===== config.mk =====
export PLATFORM = sky130hd
export DESIGN_NAME = fragment_join_top
export DESIGN_NICKNAME = d
export VERILOG_FILES = /design/src/raster_stream_pkg.sv /design/src/stream_fifo.sv /design/src/stream_concat_fifo.sv /design/src/fragment_alpha_test.sv /design/src/fragment_join_top.sv
export SDC_FILE = /design/constraint.sdc
export NUM_CORES = 2
export LEC_CHECK = 0
export ABC_AREA = 1
export ABC_CLOCK_PERIOD_IN_PS = 5700
export BUFFER_PORTS_ARGS = -buffer_cell sky130_fd_sc_hd__clkbuf_2
export CAP_MARGIN = 20
export CORE_ASPECT_RATIO = 0.9
export CORE_UTILIZATION = 65
export CTS_BUF_LIST = sky130_fd_sc_hd__clkbuf_4 sky130_fd_sc_hd__clkbuf_8
export DETAILED_ROUTE_END_ITERATION = 8
export PLACE_DENSITY = 0.82
export SLEW_MARGIN = 40
export SYNTH_ARGS = -nofsm -noshare
export SYNTH_HDL_FRONTEND = slang
export SYNTH_HIERARCHICAL = 1
export SYNTH_SLANG_ARGS = --single-unit

===== constraint.sdc =====
create_clock -name aclk -period 5.7 [get_ports aclk]
set_input_delay 0.855 -clock aclk [delete_from_list [all_inputs] [get_ports aclk]]
set_output_delay 0.855 -clock aclk [all_outputs]
set_load 0.01 [all_outputs]

===== src/raster_stream_pkg.sv =====
/*
 * Raster stream definitions
 * Attribute types of one fragment as produced by the rasterizer back end,
 * and the joined fragment that leaves the attribute join.
 */
package raster_stream_pkg;

    // Linear pixel position in the framebuffer
    typedef logic [15:0] pixel_index_t;

    // RGBA8888 with alpha in the top byte
    typedef logic [31:0] color_t;

    // Single alpha channel value, also used for the test reference
    typedef logic [7:0] alpha_t;

    typedef logic [15:0] depth_t;

    // Per-fragment flags byte, passed through untouched
    typedef logic [7:0] flags_t;

    // Bit position of the alpha byte inside color_t
    localparam int ALPHA_LSB = 24;

    // Joined fragment
    // The index sits in the least significant position, followed by color,
    // depth and flags, so the packed layout matches {flags, depth, color, index}
    typedef struct packed {
        flags_t       flags;
        depth_t       depth;
        color_t       color;
        pixel_index_t index;
    } fragment_t;

endpackage


===== src/stream_fifo.sv =====
/*
 * Synchronous stream FIFO
 * Register array with wrap-bit pointers and a combinational read port.
 * The head entry is visible on o_data as soon as o_empty falls.
 * Writes while full and reads while empty are ignored.
 */
`timescale 1ns/1ps

module stream_fifo #(
    parameter int DATA_WIDTH      = 8,
    parameter int FIFO_DEPTH_POW2 = 5
) (
    input  logic                         aclk,
    input  logic                         i_rst_n,

    input  logic                         i_wr,
    input  logic [DATA_WIDTH-1:0]        i_data,
    output logic                         o_full,
    output logic                         o_empty,
    output logic [FIFO_DEPTH_POW2:0]     o_fill,

    input  logic                         i_rd,
    output logic [DATA_WIDTH-1:0]        o_data
);

    localparam int DEPTH = 1 << FIFO_DEPTH_POW2;

    logic [DATA_WIDTH-1:0]      mem [DEPTH];

    // One extra bit on each pointer tells a full FIFO from an empty one
    logic [FIFO_DEPTH_POW2:0]   wr_ptr;
    logic [FIFO_DEPTH_POW2:0]   rd_ptr;

    logic                       do_wr;
    logic                       do_rd;

    assign do_wr = i_wr && !o_full;
    assign do_rd = i_rd && !o_empty;

    // Fill level never exceeds DEPTH, so its top bit alone marks full
    assign o_fill  = wr_ptr - rd_ptr;
    assign o_full  = o_fill[FIFO_DEPTH_POW2];
    assign o_empty = (wr_ptr == rd_ptr);

    always_ff @(posedge aclk) begin
        if (!i_rst_n) begin
            wr_ptr <= '0;
        end else if (do_wr) begin
            wr_ptr <= wr_ptr + 1'b1;
        end
    end

    always_ff @(posedge aclk) begin
        if (!i_rst_n) begin
            rd_ptr <= '0;
        end else if (do_rd) begin
            rd_ptr <= rd_ptr + 1'b1;
        end
    end

    always_ff @(posedge aclk) begin
        if (do_wr) begin
            mem[wr_ptr[FIFO_DEPTH_POW2-1:0]] <= i_data;
        end
    end

    // Asynchronous read of the head entry
    assign o_data = mem[rd_ptr[FIFO_DEPTH_POW2-1:0]];

endmodule


===== src/stream_concat_fifo.sv =====
/*
 * Fragment attribute joiner
 * Buffers the index, color, depth and flags streams in one FIFO each and
 * presents a fragment once every FIFO holds an entry. The output is not
 * registered: downstream ready pops all four FIFOs in the same cycle.
 */
`timescale 1ns/1ps

module stream_concat_fifo #(
    parameter int FIFO_DEPTH_POW2 = 5
) (
    input  logic                            aclk,
    input  logic                            i_rst_n,

    input  logic                            i_index_tvalid,
    input  raster_stream_pkg::pixel_index_t i_index_tdata,
    output logic                            o_index_tready,

    input  logic                            i_color_tvalid,
    input  raster_stream_pkg::color_t       i_color_tdata,
    output logic                            o_color_tready,

    input  logic                            i_depth_tvalid,
    input  raster_stream_pkg::depth_t       i_depth_tdata,
    output logic                            o_depth_tready,

    input  logic                            i_flags_tvalid,
    input  raster_stream_pkg::flags_t       i_flags_tdata,
    output logic                            o_flags_tready,

    output logic                            o_frag_tvalid,
    output raster_stream_pkg::fragment_t    o_frag_tdata,
    input  logic                            i_frag_tready
);

    // Bit order is index, color, depth, flags
    logic [3:0]                         fifo_full;
    logic [3:0]                         fifo_empty;

    raster_stream_pkg::pixel_index_t    index_head;
    raster_stream_pkg::color_t          color_head;
    raster_stream_pkg::depth_t          depth_head;
    raster_stream_pkg::flags_t          flags_head;

    logic                               frag_read;

    assign o_index_tready = !fifo_full[0];
    assign o_color_tready = !fifo_full[1];
    assign o_depth_tready = !fifo_full[2];
    assign o_flags_tready = !fifo_full[3];

    // A fragment exists only when all four heads are present
    assign o_frag_tvalid = !(|fifo_empty);
    assign frag_read     = o_frag_tvalid && i_frag_tready;

    stream_fifo #(
        .DATA_WIDTH      ($bits(raster_stream_pkg::pixel_index_t)),
        .FIFO_DEPTH_POW2 (FIFO_DEPTH_POW2)
    ) u_index_fifo (
        .aclk    (aclk),
        .i_rst_n (i_rst_n),
        .i_wr    (i_index_tvalid),
        .i_data  (i_index_tdata),
        .o_full  (fifo_full[0]),
        .o_empty (fifo_empty[0]),
        .o_fill  (),
        .i_rd    (frag_read),
        .o_data  (index_head)
    );

    stream_fifo #(
        .DATA_WIDTH      ($bits(raster_stream_pkg::color_t)),
        .FIFO_DEPTH_POW2 (FIFO_DEPTH_POW2)
    ) u_color_fifo (
        .aclk    (aclk),
        .i_rst_n (i_rst_n),
        .i_wr    (i_color_tvalid),
        .i_data  (i_color_tdata),
        .o_full  (fifo_full[1]),
        .o_empty (fifo_empty[1]),
        .o_fill  (),
        .i_rd    (frag_read),
        .o_data  (color_head)
    );

    stream_fifo #(
        .DATA_WIDTH      ($bits(raster_stream_pkg::depth_t)),
        .FIFO_DEPTH_POW2 (FIFO_DEPTH_POW2)
    ) u_depth_fifo (
        .aclk    (aclk),
        .i_rst_n (i_rst_n),
        .i_wr    (i_depth_tvalid),
        .i_data  (i_depth_tdata),
        .o_full  (fifo_full[2]),
        .o_empty (fifo_empty[2]),
        .o_fill  (),
        .i_rd    (frag_read),
        .o_data  (depth_head)
    );

    stream_fifo #(
        .DATA_WIDTH      ($bits(raster_stream_pkg::flags_t)),
        .FIFO_DEPTH_POW2 (FIFO_DEPTH_POW2)
    ) u_flags_fifo (
        .aclk    (aclk),
        .i_rst_n (i_rst_n),
        .i_wr    (i_flags_tvalid),
        .i_data  (i_flags_tdata),
        .o_full  (fifo_full[3]),
        .o_empty (fifo_empty[3]),
        .o_fill  (),
        .i_rd    (frag_read),
        .o_data  (flags_head)
    );

    always_comb begin
        o_frag_tdata.index = index_head;
        o_frag_tdata.color = color_head;
        o_frag_tdata.depth = depth_head;
        o_frag_tdata.flags = flags_head;
    end

endmodule


===== src/fragment_alpha_test.sv =====
/*
 * Fragment alpha test
 * Drops fragments whose alpha is below the programmable reference and
 * holds passing fragments in a valid/data register toward the
 * framebuffer writer.
 */
`timescale 1ns/1ps

module fragment_alpha_test (
    input  logic                            aclk,
    input  logic                            i_rst_n,

    input  raster_stream_pkg::alpha_t       i_alpha_ref,

    input  logic                            i_frag_tvalid,
    input  raster_stream_pkg::fragment_t    i_frag_tdata,
    output logic                            o_frag_tready,

    output logic                            o_frag_tvalid,
    output raster_stream_pkg::fragment_t    o_frag_tdata,
    input  logic                            i_frag_tready
);

    raster_stream_pkg::alpha_t  frag_alpha;
    logic                       alpha_pass;
    logic                       frag_take;

    assign frag_alpha = i_frag_tdata.color[raster_stream_pkg::ALPHA_LSB +:
                                           $bits(raster_stream_pkg::alpha_t)];

    // Equal alpha passes
    assign alpha_pass = (frag_alpha >= i_alpha_ref);

    // The register can take a new fragment when it is empty or being drained
    assign o_frag_tready = !o_frag_tvalid || i_frag_tready;

    // Failing fragments are consumed as well, they just never load
    assign frag_take = i_frag_tvalid && o_frag_tready;

    always_ff @(posedge aclk) begin
        if (!i_rst_n) begin
            o_frag_tvalid <= 1'b0;
        end else if (o_frag_tready) begin
            o_frag_tvalid <= i_frag_tvalid && alpha_pass;
        end
    end

    always_ff @(posedge aclk) begin
        if (frag_take && alpha_pass) begin
            o_frag_tdata <= i_frag_tdata;
        end
    end

endmodule


===== src/fragment_join_top.sv =====
/*
 * Fragment attribute join top level
 * The four attribute streams meet in the FIFO joiner, and the alpha test
 * filters and registers the joined fragments.
 */
`timescale 1ns/1ps

module fragment_join_top #(
    parameter int FIFO_DEPTH_POW2 = 5
) (
    input  logic                            aclk,
    input  logic                            i_rst_n,

    input  raster_stream_pkg::alpha_t       i_alpha_ref,

    input  logic                            i_index_tvalid,
    input  raster_stream_pkg::pixel_index_t i_index_tdata,
    output logic                            o_index_tready,

    input  logic                            i_color_tvalid,
    input  raster_stream_pkg::color_t       i_color_tdata,
    output logic                            o_color_tready,

    input  logic                            i_depth_tvalid,
    input  raster_stream_pkg::depth_t       i_depth_tdata,
    output logic                            o_depth_tready,

    input  logic                            i_flags_tvalid,
    input  raster_stream_pkg::flags_t       i_flags_tdata,
    output logic                            o_flags_tready,

    output logic                            o_frag_tvalid,
    output raster_stream_pkg::fragment_t    o_frag_tdata,
    input  logic                            i_frag_tready
);

    // Joined fragment between the joiner and the alpha test
    logic                           join_tvalid;
    raster_stream_pkg::fragment_t   join_tdata;
    logic                           join_tready;

    stream_concat_fifo #(
        .FIFO_DEPTH_POW2 (FIFO_DEPTH_POW2)
    ) u_concat (
        .aclk           (aclk),
        .i_rst_n        (i_rst_n),
        .i_index_tvalid (i_index_tvalid),
        .i_index_tdata  (i_index_tdata),
        .o_index_tready (o_index_tready),
        .i_color_tvalid (i_color_tvalid),
        .i_color_tdata  (i_color_tdata),
        .o_color_tready (o_color_tready),
        .i_depth_tvalid (i_depth_tvalid),
        .i_depth_tdata  (i_depth_tdata),
        .o_depth_tready (o_depth_tready),
        .i_flags_tvalid (i_flags_tvalid),
        .i_flags_tdata  (i_flags_tdata),
        .o_flags_tready (o_flags_tready),
        .o_frag_tvalid  (join_tvalid),
        .o_frag_tdata   (join_tdata),
        .i_frag_tready  (join_tready)
    );

    fragment_alpha_test u_alpha_test (
        .aclk          (aclk),
        .i_rst_n       (i_rst_n),
        .i_alpha_ref   (i_alpha_ref),
        .i_frag_tvalid (join_tvalid),
        .i_frag_tdata  (join_tdata),
        .o_frag_tready (join_tready),
        .o_frag_tvalid (o_frag_tvalid),
        .o_frag_tdata  (o_frag_tdata),
        .i_frag_tready (i_frag_tready)
    );

endmodule


==> impl_metrics.toml <==
[pwr]
power_frac_seq_pct = 56.7
power_leakage_uw = 0.03927
intPower_uw = 27530
switching_share_pct = 21.82
p_per_area_nw_per_um2 = 322.4
peakVddDrop_uv = 252.3
p_comb_share_pct = 4.0
p_sw_uw = 7684
clkPwrFrac_pct = 39.3

[route]
wirelength_met1_um = 92120
first_iter_violations = 10203
top_layer_used = "met5"
ant_nets = 0
vias = 68523
drt_wl_total_um = 258800
first_pass_iters = 9
post_drt_via_cell_ratio = 6.304
met2_length_um = 119700
wl_per_cell_um = 23.81
met3_length_um = 32780
drc = 1

[synth]
yosysWarnings = 6
synthCells = 8379
syn_nets = 8514
synth_area_um2 = 99500
synth_area_per_cell_um2 = 11.87

[global_routing]
grt_antenna_before_repair = 25
grt_max_degree = 247
grt_pass1_vias = 65988
overflow = 0
track_usage_pct = 32.97
grt_pass1_wl_um = 386900

[worst_setup_path]
r2r-end = "u_alpha_test/o_frag_tdata[19]"
r2r_cells = 16
cp_data_required_time_ps = 6410
arrival_ps = 5060
crit_type = "reg -> reg"
cp-start-kind = "register"
end_kind = "register"
critPathMaxFanout = 246
reg2reg_slack_ps = 1350

[die]
fp.dieW_um = 414.4
die_area_um2 = 154600
initial_core_util_pct = 65.82
die_h_um = 373.2
pin_count = 164
coreArea_um2 = 151200
rows = 135

[layout]
register_area_um2 = 72770
final_util_pct = 72.27
multi_input_area_um2 = 23990
layout-drive-gt1-share_pct = 11.64
area_delta_synth_final_pct = 9.804
finalNetCount = 8732
nFillCells = 9269

[status]
violations = "DRC"
outcome = "complete, but fails checks"

[placed_design]
dpl.hpwl_um = 141500
portBuffers = 163
gp_congestion = 0.9079

[cts]
holdBufCountCts = 0
cts.path.max_buffers = 4
htreeDepth = 5
path_clk_slew_ps = 70
tritoncts = "done"
cts_buffers = 378
numClockSinks = 2445
postCtsSetupBuffers = 0
ctsResizeCount = 0
clkLatencyLatePin_ps = 1070
clockRootBuffer = "clkbuf_8"

[timing]
max_slew_margin_pct = 36.38
finalHoldViolations = 0
setup_viol = 0
finalClockSkew_ps = 70.88
tightest_slew_ps = 954.4
period_needed_ps = 4351
rsz0062_at_grt = "no"
fmax_ghz = 0.2298
drv_slew = 0
post-route-period-util_pct = 76.33
fin_setup_tns_ps = 0

[min_path]
hold_depth = 3
worstHoldEndpoint = "u_concat/u_flags_fifo/wr_ptr[4]"
hold_path_startpoint = "i_flags_tvalid"
hold_path.class = "in -> reg"

[job]
cap_viol_max_count = 0
layer usage:
layer  vias to the layer above  track usage, %
met3                       949           7.241
met1                     32526           43.90
met2                      5113           51.15
met4                        16           18.08
met5                         -               0
li1                      29919               -
sequential cells by signal, summed over array words and instances (netlist names), named ones only:
name	flops
u_concat/u_depth_fifo/wr_ptr	6
u_concat/u_flags_fifo/mem	256
u_concat/u_color_fifo/mem	1024
u_concat/u_color_fifo/rd_ptr	6
u_alpha_test/o_frag_tdata	72
u_concat/u_depth_fifo/rd_ptr	6
u_concat/u_index_fifo/wr_ptr	6
u_alpha_test/o_frag_tvalid	1
u_concat/u_flags_fifo/rd_ptr	6
u_concat/u_color_fifo/wr_ptr	6
u_concat/u_index_fifo/rd_ptr	6
u_concat/u_flags_fifo/wr_ptr	6
u_concat/u_index_fifo/mem	512
u_concat/u_depth_fifo/mem	512
stage by stage:
step | hold WS [ps] | cell area [µm²] | cells | setup slack [ps] | power, µW
final | 186.7 | 109300 | 10869 | 1349 | 35220
after global routing | 159.1 | 109200 | 10864 | 1170 | 36130
after CTS | 96.14 | 109100 | 10847 | 1407 | 35270
after detailed placement | 490.5 | 102100 | 10200 | 1425 | 21710
after global placement | 478.7 | 101800 | 10191 | 1572 | 21640
after floorplan | 459.4 | 99500 | 8379 | 1666 | 21060
worst max path at each step:
stage | from | endpoint | slack, ps | cells after the start
floorplan | u_concat/u_color_fifo/rd_ptr[4] | u_concat/u_color_fifo/mem[24][0] | 1670 | 8
global placement | register | u_alpha_test/o_frag_tdata[19] | 1570 | 14
detailed placement | register | u_alpha_test/o_frag_tdata[19] | 1420 | 14
CTS | register | u_alpha_test/o_frag_tdata[19] | 1410 | 14
global route | register | u_alpha_test/o_frag_tdata[19] | 1170 | 16
finish | register | u_alpha_test/o_frag_tdata[19] | 1350 | 16
power groups by stage:
stage | sequential, µW | combinational (µW) | clock (µW)
after CTS | 20000 | 1380 | 13900
after global routing | 20000 | 1530 | 14600
after detailed placement | 20300 | 1370 | 0
after floorplan | 20300 | 741 | 0
final | 20000 | 1420 | 13800
after global placement | 20300 | 1300 | 0
critical path: stages (launching register included):
cell and delay (ps):
dfxtp_4 650, clkinv_16 380, nand2_1 350, nand3_1 130
nand3_1 110, nand2_1 60, nand2_1 50, nand3_1 80
o21a_1 200, ha_1 310, nand2_2 70, nor2_4 110
nand4_1 80, nand3_1 120, nand3_1 120, inv_4 390
buf_12 360
cells in the final DEF, fill, tap and decap left out, types with 3 or more instances in the layout:
| master | n |
|---|---|
| buf_12 | 12 |
| nand2_2 | 9 |
| edfxtp_1 | 2376 |
| nor2_4 | 10 |
| clkbuf_8 | 387 |
| dfxtp_1 | 56 |
| clkinv_1 | 117 |
| nand3_2 | 3 |
| dfxtp_2 | 4 |
| inv_4 | 3 |
| diode_2 | 19 |
| clkbuf_4 | 119 |
| o21ai_0 | 12 |
| bufinv_16 | 6 |
| nor2_1 | 60 |
| clkinv_2 | 25 |
| nor3_2 | 80 |
| clkinvlp_4 | 6 |
| xor2_1 | 15 |
| nor3_4 | 10 |
| nor3_1 | 11 |
| buf_4 | 147 |
| nand2_1 | 2963 |
| o21a_1 | 72 |
| nand3_1 | 1856 |
| a21oi_1 | 113 |
| ha_1 | 48 |
| clkbuf_2 | 163 |
| dfxtp_4 | 9 |
| buf_6 | 13 |
| inv_2 | 7 |
| inv_1 | 108 |
| inv_6 | 5 |
| nand4_1 | 15 |
| nor3b_1 | 3 |
cell type report:
type / count / share of cell area [%]
inverters: 140 / 0.5520
well taps: 1986 / 2.274
flip-flops and latches: 2445 / 66.61
repair buffers: 339 / 2.189
multi-input cells: 5293 / 21.96
clock inverters: 141 / 0.6860
diodes: 19 / 0.04352
clock buffers: 506 / 5.693
(Power assumes the default switching activity.)
